===== src/source/exc_pkg.sv =====
package exc_pkg;

    // ************************************************************
    // Cause.ExcCode values
    // ************************************************************
    typedef enum logic [4:0] {
        INT  = 5'd0,
        MOD  = 5'd1,
        TLBL = 5'd2,
        TLBS = 5'd3,
        ADEL = 5'd4,
        ADES = 5'd5,
        SYS  = 5'd8,
        BP   = 5'd9,
        RI   = 5'd10,
        OV   = 5'd12,
        TR   = 5'd13
    } exc_code_t;

    // Redirect FSM toward the fetch unit
    typedef enum logic [1:0] {
        IDLE,
        REQ,
        RELEASE
    } redir_state_t;

    // ************************************************************
    // CP0 register numbers
    // ************************************************************
    typedef enum logic [4:0] {
        BADVADDR = 5'd8,
        COUNT    = 5'd9,
        COMPARE  = 5'd11,
        STATUS   = 5'd12,
        CAUSE    = 5'd13,
        EPC      = 5'd14,
        EBASE    = 5'd15
    } cp0_addr_t;

    localparam logic [31:0] BOOT_BASE   = 32'hbfc0_0200; // Base while Status.BEV is set
    localparam logic [31:0] GEN_OFFSET  = 32'h0000_0180;
    localparam logic [31:0] RESET_EBASE = 32'h8000_0000;

endpackage


===== src/source/exc_if.sv =====
`timescale 1ns/1ns

interface exc_if import exc_pkg::*; ();

    // Taken exception, from the priority logic
    logic        valid;
    exc_code_t   code;
    logic        is_eret;
    logic        branch_delay;
    logic [31:0] epc_value;
    logic [31:0] badvaddr;
    logic        badvaddr_we;
    logic [31:0] target;

    // CP0 state back to the priority logic
    logic        exl;
    logic        bev;
    logic [31:0] ebase;
    logic [31:0] epc_reg;
    logic        int_pending;

    logic        ready; // Redirect FSM idle

    modport prio (output valid, code, is_eret, branch_delay, epc_value, badvaddr,
                  badvaddr_we, target,
                  input  exl, bev, ebase, epc_reg, int_pending, ready);

    modport cp0  (input  valid, ready, code, is_eret, branch_delay, epc_value, badvaddr,
                  badvaddr_we,
                  output exl, bev, ebase, epc_reg, int_pending);

    modport ctrl (input valid, target, output ready);

endinterface


===== src/source/exc_priority.sv =====
`timescale 1ns/1ns

module exc_priority import exc_pkg::*; (
    input  logic        clk,
    input  logic        reset,
    input  logic [31:0] pc,
    input  logic [31:0] data_vaddr,
    input  logic        in_delayslot,
    input  logic        data_we,
    input  logic        inst_addr_err,
    input  logic        inst_tlb_miss,
    input  logic        inst_tlb_invalid,
    input  logic        reserved_inst,
    input  logic        overflow,
    input  logic        syscall,
    input  logic        brk,
    input  logic        trap,
    input  logic        data_addr_err,
    input  logic        data_tlb_miss,
    input  logic        data_tlb_invalid,
    input  logic        data_tlb_mod,
    input  logic        eret,
    exc_if.prio         ex
);

    logic [31:0] base;
    logic [31:0] gen_vector;
    logic [31:0] miss_vector;
    logic        take;
    exc_code_t   nxt_code;
    logic        nxt_eret;
    logic [31:0] nxt_badv;
    logic        nxt_badv_we;
    logic [31:0] nxt_target;
    logic        capture;

    assign base        = ex.bev ? BOOT_BASE : ex.ebase;
    assign gen_vector  = base + GEN_OFFSET;
    assign miss_vector = ex.exl ? gen_vector : base; // Refill handler only outside EXL
    assign capture     = ex.ready && !ex.valid;

    // ************************************************************
    // Priority select, highest first
    // ************************************************************
    always_comb begin
        take        = 1'b1;
        nxt_code    = INT;
        nxt_eret    = 1'b0;
        nxt_badv    = pc;
        nxt_badv_we = 1'b0;
        nxt_target  = gen_vector;
        if (ex.int_pending) begin
            nxt_code = INT;
        end else if (inst_addr_err) begin
            nxt_code    = ADEL;
            nxt_badv_we = 1'b1;
        end else if (inst_tlb_miss) begin
            nxt_code    = TLBL;
            nxt_badv_we = 1'b1;
            nxt_target  = miss_vector;
        end else if (inst_tlb_invalid) begin
            nxt_code    = TLBL;
            nxt_badv_we = 1'b1;
        end else if (reserved_inst) begin
            nxt_code = RI;
        end else if (overflow) begin
            nxt_code = OV;
        end else if (syscall) begin
            nxt_code = SYS;
        end else if (brk) begin
            nxt_code = BP;
        end else if (trap) begin
            nxt_code = TR;
        end else if (data_addr_err) begin
            nxt_code    = data_we ? ADES : ADEL;
            nxt_badv    = data_vaddr;
            nxt_badv_we = 1'b1;
        end else if (data_tlb_miss) begin
            nxt_code    = data_we ? TLBS : TLBL;
            nxt_badv    = data_vaddr;
            nxt_badv_we = 1'b1;
            nxt_target  = miss_vector;
        end else if (data_tlb_invalid) begin
            nxt_code    = data_we ? TLBS : TLBL;
            nxt_badv    = data_vaddr;
            nxt_badv_we = 1'b1;
        end else if (data_tlb_mod && data_we) begin
            nxt_code    = MOD;
            nxt_badv    = data_vaddr;
            nxt_badv_we = 1'b1;
        end else if (eret) begin
            nxt_eret   = 1'b1;
            nxt_target = ex.epc_reg;
        end else begin
            take = 1'b0;
        end
    end

    // ************************************************************
    // Decision register
    // ************************************************************
    always_ff @(posedge clk) begin
        if (reset) begin
            ex.valid <= 1'b0;
        end else if (ex.valid && ex.ready) begin
            ex.valid <= 1'b0; // Transferred
        end else if (capture) begin
            ex.valid <= take;
        end
    end

    always_ff @(posedge clk) begin
        if (capture) begin
            ex.code         <= nxt_code;
            ex.is_eret      <= nxt_eret;
            ex.branch_delay <= in_delayslot;
            ex.badvaddr     <= nxt_badv;
            ex.badvaddr_we  <= nxt_badv_we;
            ex.target       <= nxt_target;
            // Nested exception keeps the first return address
            if (ex.exl) begin
                ex.epc_value <= ex.epc_reg;
            end else begin
                ex.epc_value <= in_delayslot ? pc - 32'd4 : pc;
            end
        end
    end

    a_no_rise_busy: assert property (@(posedge clk) disable iff (reset)
        $rose(ex.valid) |-> $past(ex.ready));

endmodule


===== src/source/cp0_regs.sv =====
`timescale 1ns/1ns

module cp0_regs import exc_pkg::*; (
    input  logic        clk,
    input  logic        reset,
    input  logic        cp0_we,
    input  cp0_addr_t   cp0_addr,
    input  logic [31:0] cp0_wdata,
    output logic [31:0] cp0_rdata,
    input  logic [5:0]  hw_int,
    input  logic        timer_int,
    input  logic [31:0] count,
    input  logic [31:0] compare,
    exc_if.cp0          ex
);

    logic        status_bev;
    logic [7:0]  status_im;
    logic        status_exl;
    logic        status_ie;
    logic        cause_bd;
    exc_code_t   cause_code;
    logic [7:0]  cause_ip;
    logic [31:0] epc;
    logic [31:0] badvaddr;
    logic [31:0] ebase;
    logic        transfer;

    assign transfer = ex.valid && ex.ready;

    // Timer shares line 7 with the top hardware line, no software bits
    assign cause_ip = {hw_int[5] | timer_int, hw_int[4:0], 2'b00};

    assign ex.exl         = status_exl;
    assign ex.bev         = status_bev;
    assign ex.ebase       = ebase;
    assign ex.epc_reg     = epc;
    assign ex.int_pending = status_ie && !status_exl && |(status_im & cause_ip);

    // ************************************************************
    // Register updates, exception wins over a software write
    // ************************************************************
    always_ff @(posedge clk) begin
        if (reset) begin
            status_bev <= 1'b1;
            status_im  <= 8'h00;
            status_exl <= 1'b0;
            status_ie  <= 1'b0;
            cause_bd   <= 1'b0;
            cause_code <= INT;
            ebase      <= RESET_EBASE;
        end else begin
            if (cp0_we && cp0_addr == STATUS) begin
                status_bev <= cp0_wdata[22];
                status_im  <= cp0_wdata[15:8];
                status_exl <= cp0_wdata[1];
                status_ie  <= cp0_wdata[0];
            end
            if (cp0_we && cp0_addr == EBASE) begin
                ebase <= {cp0_wdata[31:12], 12'h000}; // 4 KB aligned
            end
            if (transfer && ex.is_eret) begin
                status_exl <= 1'b0;
            end else if (transfer) begin
                status_exl <= 1'b1;
                cause_code <= ex.code;
                cause_bd   <= ex.branch_delay;
            end
        end
    end

    always_ff @(posedge clk) begin
        if (cp0_we && cp0_addr == EPC) begin
            epc <= cp0_wdata;
        end
        if (transfer && !ex.is_eret && !status_exl) begin
            epc <= ex.epc_value;
        end
        if (transfer && !ex.is_eret && ex.badvaddr_we) begin
            badvaddr <= ex.badvaddr;
        end
    end

    always_comb begin
        case (cp0_addr)
            BADVADDR: cp0_rdata = badvaddr;
            COUNT:    cp0_rdata = count;
            COMPARE:  cp0_rdata = compare;
            STATUS:   cp0_rdata = {9'b0, status_bev, 6'b0, status_im, 6'b0, status_exl, status_ie};
            CAUSE:    cp0_rdata = {cause_bd, 15'b0, cause_ip, 1'b0, cause_code, 2'b00};
            EPC:      cp0_rdata = epc;
            EBASE:    cp0_rdata = ebase;
            default:  cp0_rdata = 32'h0000_0000;
        endcase
    end

    a_eret_clears_exl: assert property (@(posedge clk) disable iff (reset)
        transfer && ex.is_eret |=> !status_exl);

endmodule


===== src/source/cp0_timer.sv =====
`timescale 1ns/1ns

module cp0_timer import exc_pkg::*; #(
    parameter int TIMER_DIV = 2
) (
    input  logic        clk,
    input  logic        reset,
    input  logic        cp0_we,
    input  cp0_addr_t   cp0_addr,
    input  logic [31:0] cp0_wdata,
    output logic [31:0] count,
    output logic [31:0] compare,
    output logic        timer_int
);

    localparam int DIV_W = (TIMER_DIV > 1) ? $clog2(TIMER_DIV) : 1;

    logic [DIV_W-1:0] div_cnt;
    logic             tick;

    assign tick = (div_cnt == DIV_W'(TIMER_DIV - 1));

    // ************************************************************
    // Divider, Count and Compare
    // ************************************************************
    always_ff @(posedge clk) begin
        if (reset) begin
            div_cnt   <= '0;
            count     <= 32'h0000_0000;
            compare   <= 32'h0000_0000;
            timer_int <= 1'b0;
        end else begin
            div_cnt <= tick ? '0 : div_cnt + 1'b1;
            if (tick) begin
                count <= count + 32'd1;
                if (count + 32'd1 == compare) begin
                    timer_int <= 1'b1; // Sticky until Compare is written
                end
            end
            if (cp0_we && cp0_addr == COUNT) begin
                count   <= cp0_wdata;
                div_cnt <= '0;
            end
            if (cp0_we && cp0_addr == COMPARE) begin
                compare   <= cp0_wdata;
                timer_int <= 1'b0;
            end
        end
    end

endmodule


===== src/source/redirect_ctrl.sv =====
`timescale 1ns/1ns

module redirect_ctrl import exc_pkg::*; (
    input  logic        clk,
    input  logic        reset,
    exc_if.ctrl         ex,
    output logic        redirect_req,
    input  logic        redirect_ack,
    output logic [31:0] redirect_pc,
    output logic        flush
);

    redir_state_t state;

    assign ex.ready     = (state == IDLE);
    assign redirect_req = (state == REQ);
    assign flush        = (state != IDLE); // Held through the whole handshake

    // ************************************************************
    // Four-phase handshake FSM
    // ************************************************************
    always_ff @(posedge clk) begin
        if (reset) begin
            state <= IDLE;
        end else begin
            case (state)
                IDLE: begin
                    if (ex.valid) begin
                        state <= REQ;
                    end
                end
                REQ: begin
                    if (redirect_ack) begin
                        state <= RELEASE;
                    end
                end
                RELEASE: begin
                    if (!redirect_ack) begin
                        state <= IDLE;
                    end
                end
                default: state <= IDLE;
            endcase
        end
    end

    always_ff @(posedge clk) begin
        if (ex.valid && ex.ready) begin
            redirect_pc <= ex.target;
        end
    end

    a_req_held: assert property (@(posedge clk) disable iff (reset)
        $fell(redirect_req) |-> $past(redirect_ack));

    a_pc_stable: assert property (@(posedge clk) disable iff (reset)
        redirect_req |=> $stable(redirect_pc));

endmodule


===== src/source/exc_top.sv =====
`timescale 1ns/1ns

module exc_top import exc_pkg::*; #(
    parameter int TIMER_DIV = 2
) (
    input  logic        clk,
    input  logic        reset,
    input  logic [31:0] pc,
    input  logic [31:0] data_vaddr,
    input  logic        in_delayslot,
    input  logic        data_we,
    input  logic        inst_addr_err,
    input  logic        inst_tlb_miss,
    input  logic        inst_tlb_invalid,
    input  logic        reserved_inst,
    input  logic        overflow,
    input  logic        syscall,
    input  logic        brk,
    input  logic        trap,
    input  logic        data_addr_err,
    input  logic        data_tlb_miss,
    input  logic        data_tlb_invalid,
    input  logic        data_tlb_mod,
    input  logic        eret,
    input  logic [5:0]  hw_int,
    input  logic        cp0_we,
    input  cp0_addr_t   cp0_addr,
    input  logic [31:0] cp0_wdata,
    output logic [31:0] cp0_rdata,
    output logic        redirect_req,
    input  logic        redirect_ack,
    output logic [31:0] redirect_pc,
    output logic        flush
);

    logic [31:0] count;
    logic [31:0] compare;
    logic        timer_int;

    exc_if ex_bus ();

    exc_priority prio_i (
        .clk, .reset, .pc, .data_vaddr, .in_delayslot, .data_we,
        .inst_addr_err, .inst_tlb_miss, .inst_tlb_invalid, .reserved_inst,
        .overflow, .syscall, .brk, .trap, .data_addr_err, .data_tlb_miss,
        .data_tlb_invalid, .data_tlb_mod, .eret,
        .ex (ex_bus.prio)
    );

    cp0_regs regs_i (
        .clk, .reset, .cp0_we, .cp0_addr, .cp0_wdata, .cp0_rdata,
        .hw_int, .timer_int, .count, .compare,
        .ex (ex_bus.cp0)
    );

    cp0_timer #(.TIMER_DIV(TIMER_DIV)) timer_i (
        .clk, .reset, .cp0_we, .cp0_addr, .cp0_wdata,
        .count, .compare, .timer_int
    );

    redirect_ctrl ctrl_i (
        .clk, .reset,
        .ex (ex_bus.ctrl),
        .redirect_req, .redirect_ack, .redirect_pc, .flush
    );

endmodule


===== config.mk =====
export PLATFORM = sky130hd
export DESIGN_NAME = exc_top
export DESIGN_NICKNAME = d
export VERILOG_FILES = /design/src/source/exc_pkg.sv /design/src/source/exc_if.sv /design/src/source/exc_priority.sv /design/src/source/cp0_regs.sv /design/src/source/cp0_timer.sv /design/src/source/redirect_ctrl.sv /design/src/source/exc_top.sv
export SDC_FILE = /design/constraint.sdc
export NUM_CORES = 1
export LEC_CHECK = 0
export ABC_AREA = 1
export BUFFER_PORTS_ARGS = -buffer_cell sky130_fd_sc_hd__buf_2
export CORE_MARGIN = 3
export CORE_UTILIZATION = 41
export DETAILED_ROUTE_END_ITERATION = 10
export SKIP_LAST_GASP = 1
export SLEW_MARGIN = 20
export SYNTH_ARGS = -nofsm -noshare
export SYNTH_HDL_FRONTEND = slang
export SYNTH_SLANG_ARGS = --single-unit

===== constraint.sdc =====
create_clock -name clk -period 11.1 [get_ports clk]
set_clock_uncertainty 0.05 [all_clocks]
set_input_delay 1.11 -clock clk [delete_from_list [all_inputs] [get_ports clk]]
set_output_delay 1.11 -clock clk [all_outputs]
set_load 0.05 [all_outputs]

==> results of run 1 <==
## logic make-up (layout without fill, tap and decap cells)
group / count (synthesis) / in the layout / share of synthesized area, %
compound gates: 367 / 367 / 14.1
xor+xnor: 25 / 25 / 1.58
fa+ha+maj: 2 / 2 / 0.169
buf+inv: 268 / 479 / 6.90
flops: 304 / 304 / 54.7
mux: 26 / 26 / 1.98
other cells: 0 / 1 / 0
simple gates: 711 / 711 / 20.5
## worst paths after layout
| kind | startpoint | to | slack, ps | cells after the start |
|---|---|---|---|---|
| worst min register to register | prio_i.ex.badvaddr[7] | regs_i.badvaddr[7] | 360 | 0 |
| worst max register to register | regs_i.ex.exl | prio_i.ex.badvaddr[13] | 7920 | 6 |
| worst max-delay path | cp0_addr[3] | cp0_rdata[18] | 6690 | 11 |
| worst min-delay path | prio_i.ex.badvaddr[7] | regs_i.badvaddr[7] | 360 | 0 |
## synthesized netlist by cell type (all sizes together), types with 2 or more instances
| cell | n | area share [%] |
|---|---|---|
| o31ai | 4 | 0.20 |
| dfxtp | 105 | 14 |
| o221ai | 20 | 1.2 |
| edfxtp | 199 | 40 |
| ha | 2 | 0.17 |
| nor4 | 5 | 0.25 |
| o2111ai | 5 | 0.30 |
| o211ai | 12 | 0.61 |
| xor2 | 16 | 0.95 |
| nor2 | 155 | 4.6 |
| mux2 | 26 | 2.0 |
| nand3b | 2 | 0.10 |
| clkbuf | 50 | 1.3 |
| a22oi | 3 | 0.15 |
| nand2 | 414 | 11 |
| o22ai | 21 | 0.89 |
| xnor2 | 8 | 0.47 |
| clkinv | 3 | 0.076 |
| a21oi | 110 | 3.7 |
| nand3 | 108 | 3.8 |
| nand4 | 9 | 0.38 |
| a31oi | 27 | 1.1 |
| buf | 12 | 0.39 |
| a221oi | 9 | 0.53 |
| o21ai | 151 | 5.1 |
| inv | 203 | 5.2 |
| nor3 | 16 | 0.54 |
## stage by stage
stage	setup slack, ps	util, %
floorplan	5110	-
global placement	6810	46.2
detailed placement	6780	46.2
CTS	6760	49.4
global route	6610	49.4
finish	6690	49.4
## area by class of cell
class / instances / share of cell area (%)
flip-flops and latches: 304 / 46.6
repair buffers: 208 / 6.25
well taps: 455 / 3.29
clock buffers: 54 / 6.07
multi-input cells: 1131 / 32.9
inverters: 206 / 4.46
clock inverters: 11 / 0.419
diodes: 1 / 0.0144
## critical path: stages
cell and delay (ps):
buf_2 90, inv_1 30, nor2_1 90, inv_1 100, nor3_1 140, buf_4 200, inv_2 260, o21ai_0 670
a21oi_1 80, o221ai_1 130, buf_2 320
## report_power, final
part           switching (uW)  internal [uW]  total, uW
Combinational             453            116        570
Clock                     467            658       1130
Sequential               94.4           1530       1620
## routing by layer
metal | GRT usage [%] | part of all wire (%) | vias to the layer above
li1 | - | - | 6181
met1 | 36.6 | 44 | 6020
met5 | 2.43 | 0.30 | -
met3 | 6.01 | 10 | 99
met2 | 37.0 | 42 | 630
met4 | 9.11 | 3.4 | 4
==> impl_metrics.csv, run 1 <==
group,metric,value,unit
status,status,"finished, final reports clean",
sta,period_needed,4410,ps
synthesis,synthFlopType,"edfxtp_1",
synthesis,ys_ff_latch,304,
cells_and_area,final_cell_mix,"nand2_1, edfxtp_1, inv_1, buf_2, o21ai_0",
power_and_ir_drop,total_power,3320,uW
route,vias,12934,
clocking,postCtsSetupBuffers,0,
global_routing,grt_pass1_vias,12202,
floorplanning,die_area,38300,um^2
route,ant_nets,0,
synthesis,avgSynthCellArea,8.67,um^2
sta,finalHoldViolCount,0,
cells_and_area,layout.nets,2015,
cells_and_area,fill_cells,3379,
job,cap_violations,0,
clocking,clock_path_buffers,3,
floorplanning,die_y,196,um
clocking,clk_latency,520,ps
synthesis,syn-num-nets,1831,
clocking,root_buffer,"clkbuf_16",
route,route.detailed.drc,0,
global_routing,antenna_found_initial,2,
sta,setup-violations-final,0,
placement,gp_routability_congestion,0.982,
synthesis,synthCells,1703,
critical_path,cp-start-kind,"primary input",
floorplanning,core_area,35100,um^2
synthesis,yosysSeqAreaShare,54.7,%
placement,dp_hpwl,36400,um
sta,slew_headroom,31.7,%
route,wire_per_inst,21.0,um
critical_path,cp_max_fo,28,
sta,fmax,0.227,GHz
critical_path,cp-end-kind,"output pin",
floorplanning,rows,68,
sta,finalSetupTns,0,ps
cells_and_area,syn2layout_area_growth,17.4,%
cells_and_area,final_area,17300,um^2
global_routing,grt_max_degree,74,
placement,io_buffers,191,
power_and_ir_drop,ir_drop,0.123,mV
synthesis,synthArstFlopShare,0,%
cells_and_area,layout_commonest_cell,"nand2_1",
worst_hold_path,hold_path.class,"register to register",
cells_and_area,multi_input_area,5700,um^2
synthesis,yosysUniqueCellTypes,45,
synthesis,syn_area,14800,um^2
cells_and_area,drive_gt1_share,17.5,%
sta,slew_violations,0,
sta,hold_ws,361,ps
floorplanning,die_w,196,um
critical_path,cp_data_required_time,9940,ps
critical_path,worstPathArrival,3250,ps
clocking,tritoncts,"done",
critical_path,crit_type,"primary input to output pin",
global_routing,grt_use_total,25.4,%
route,via_per_inst,5.46,
clocking,cts_buffers,36,
clocking,cts_sinks,304,
global_routing,grt_pass1_wl,74500,um
cells_and_area,ff_latch_area,8080,um^2
cells_and_area,finalNonFillerCells,2370,
clocking,htreeDepth,2,
sta,rsz0062_at_grt,"no",
placement,dp_cells,2304,
power_and_ir_drop,leakagePower,0.00663,uW
sta,period_share,39.7,%
synthesis,synth.yosys.warnings,0,
global_routing,overflow,0,
sta,tightest_slew,1020,ps
clocking,ctsHoldBuffers,0,
route,dr.pass1.iters,6,
synthesis,synth_edf_count,199,
floorplanning,start_util,42.1,%
route,drtIter0Drc,1318,
clocking,cts_resized,0,
placement,dpl_cell_area,16200,um^2
route,routed_wl,49900,um
clocking,clk_pin_slew,60,ps
power_and_ir_drop,power_density,192,nW/um^2
floorplanning,io_pins,192,
(Power assumes the default switching activity.)
==> run 2: changes to the inputs <==
==> constraint.sdc (replaced) <==
create_clock -name clk -period 3.7 [get_ports clk]
set_clock_uncertainty 0.05 [all_clocks]
set_input_delay 0.37 -clock clk [delete_from_list [all_inputs] [get_ports clk]]
set_output_delay 0.37 -clock clk [all_outputs]
set_load 0.05 [all_outputs]
==> impl_metrics.csv, run 2 (same netlist as run 1, synthesis figures left out) <==
group,metric,value,unit
cells_and_area,ff_latch_area,8080,um^2
global_routing,antenna_found_initial,1,
floorplanning,die_y,196,um
power_and_ir_drop,ir_drop,0.413,mV
critical_path,cp_data_required_time,3280,ps
route,wire_per_inst,21.1,um
job,cap_violations,0,
placement,gp_routability_congestion,0.987,
cells_and_area,final_cell_mix,"nand2_1, edfxtp_1, inv_1, buf_2, o21ai_0",
route,drtIter0Drc,1126,
floorplanning,die_area,38300,um^2
route,vias,12951,
global_routing,grt_use_total,25.6,%
sta,setup-violations-final,0,
route,via_per_inst,5.46,
power_and_ir_drop,power.share.clock,33.7,%
clocking,cts_resized,0,
power_and_ir_drop,leakagePower,0.00665,uW
sta,slew_violations,0,
sta,tightest_slew,809,ps
cells_and_area,drive_gt1_share,17.7,%
cells_and_area,syn2layout_area_growth,17.7,%
cells_and_area,finalNonFillerCells,2374,
cells_and_area,multi_input_area,5700,um^2
power_and_ir_drop,seq_power_share,49.0,%
route,route.detailed.drc,0,
global_routing,overflow,0,
power_and_ir_drop,switching_share,30.8,%
critical_path,crit_type,"primary input to output pin",
placement,dp_cells,2311,
clocking,htreeDepth,2,
floorplanning,die_w,196,um
clocking,clock_path_buffers,3,
clocking,cts_buffers,35,
global_routing,grt_pass1_wl,74900,um
sta,hold_ws,57.4,ps
critical_path,cp-start-kind,"primary input",
floorplanning,core_area,35100,um^2
critical_path,cp_max_fo,28,
floorplanning,start_util,42.1,%
placement,io_buffers,191,
global_routing,grt_max_degree,74,
route,routed_wl,50200,um
clocking,tritoncts,"done",
clocking,postCtsSetupBuffers,0,
floorplanning,io_pins,192,
clocking,ctsHoldBuffers,0,
clocking,clk_latency,530,ps
cells_and_area,layout_commonest_cell,"nand2_1",
sta,finalSetupTns,0,ps
cells_and_area,num_antenna_cells,0,
sta,fmax,0.352,GHz
critical_path,cp-end-kind,"output pin",
sta,period_share,76.8,%
sta,slew_headroom,46.1,%
clocking,cts_sinks,304,
placement,dp_hpwl,37100,um
power_and_ir_drop,p_comb_share,17.3,%
floorplanning,rows,68,
power_and_ir_drop,power_density,572,nW/um^2
sta,period_needed,2840,ps
global_routing,grt_pass1_vias,12291,
clocking,clk_pin_slew,60,ps
critical_path,worstPathArrival,2420,ps
sta,rsz0062_at_grt,"no",
route,ant_nets,0,
route,dr.pass1.iters,5,
status,status,"finished, final reports clean",
power_and_ir_drop,p_sw,3070,uW
worst_hold_path,hold_path.class,"primary input to register",
clocking,root_buffer,"clkbuf_16",
cells_and_area,fill_cells,3375,
cells_and_area,layout.nets,2021,
power_and_ir_drop,intPower,6880,uW
sta,finalHoldViolCount,0,
==> run 2: worst paths after layout <==
kind         slack, ps              endpoint  cells past startpoint                   start
max reg2reg       1070  prio_i.ex.target[12]                      8       timer_i.timer_int
max                860         cp0_rdata[18]                     10             cp0_addr[2]
min reg2reg        370   regs_i.badvaddr[21]                      0  prio_i.ex.badvaddr[21]
min                 60       ctrl_i.state[1]                      3            redirect_ack
==> run 2: layer usage <==
metal,up-vias,part of all wire (%),track usage (%),wire length (um)
li1,6197,-,-,-
met1,6082,45,37.1,22500
met2,587,44,38.8,21800
met3,85,9.0,5.75,4520
met4,0,2.7,7.21,1360
met5,-,0,0,0
==> run 2: area by class of cell <==
| cell class | count | share of cell area, % |
|---|---|---|
| Multi-Input combinational cell | 1131 | 32.8 |
| Tap cell | 455 | 3.28 |
| Clock inverter | 11 | 0.777 |
| Inverter | 206 | 4.45 |
| Timing Repair Buffer | 215 | 6.61 |
| Clock buffer | 52 | 5.64 |
| Sequential cell | 304 | 46.5 |
==> run 2: critical path, cell delays in order <==
cell and delay [ps]:
buf_2 110, nor2_1 100, inv_1 90, nor3_1 140, buf_4 220, inv_2 260
o21ai_0 620, a21oi_1 80, o221ai_1 110, buf_2 300
==> run 2: power by group through the flow <==
stage	Sequential (uW)	Clock [uW]	Combinational [uW]
global route	4920	3560	1870
finish	4870	3360	1720
global placement	4920	0	1700
floorplan	5060	0	843
detailed placement	4940	0	1720
CTS	4870	3420	1730
==> run 2: metrics by stage <==
step	cell area [um^2]	util, %	power, uW	setup WS, ps
after floorplan	14800	-	5910	207
after global placement	16300	46.4	6630	910
after detailed placement	16300	46.4	6660	936
after CTS	17400	49.6	10000	916
after global routing	17400	49.6	10300	773
final	17400	49.6	9950	860
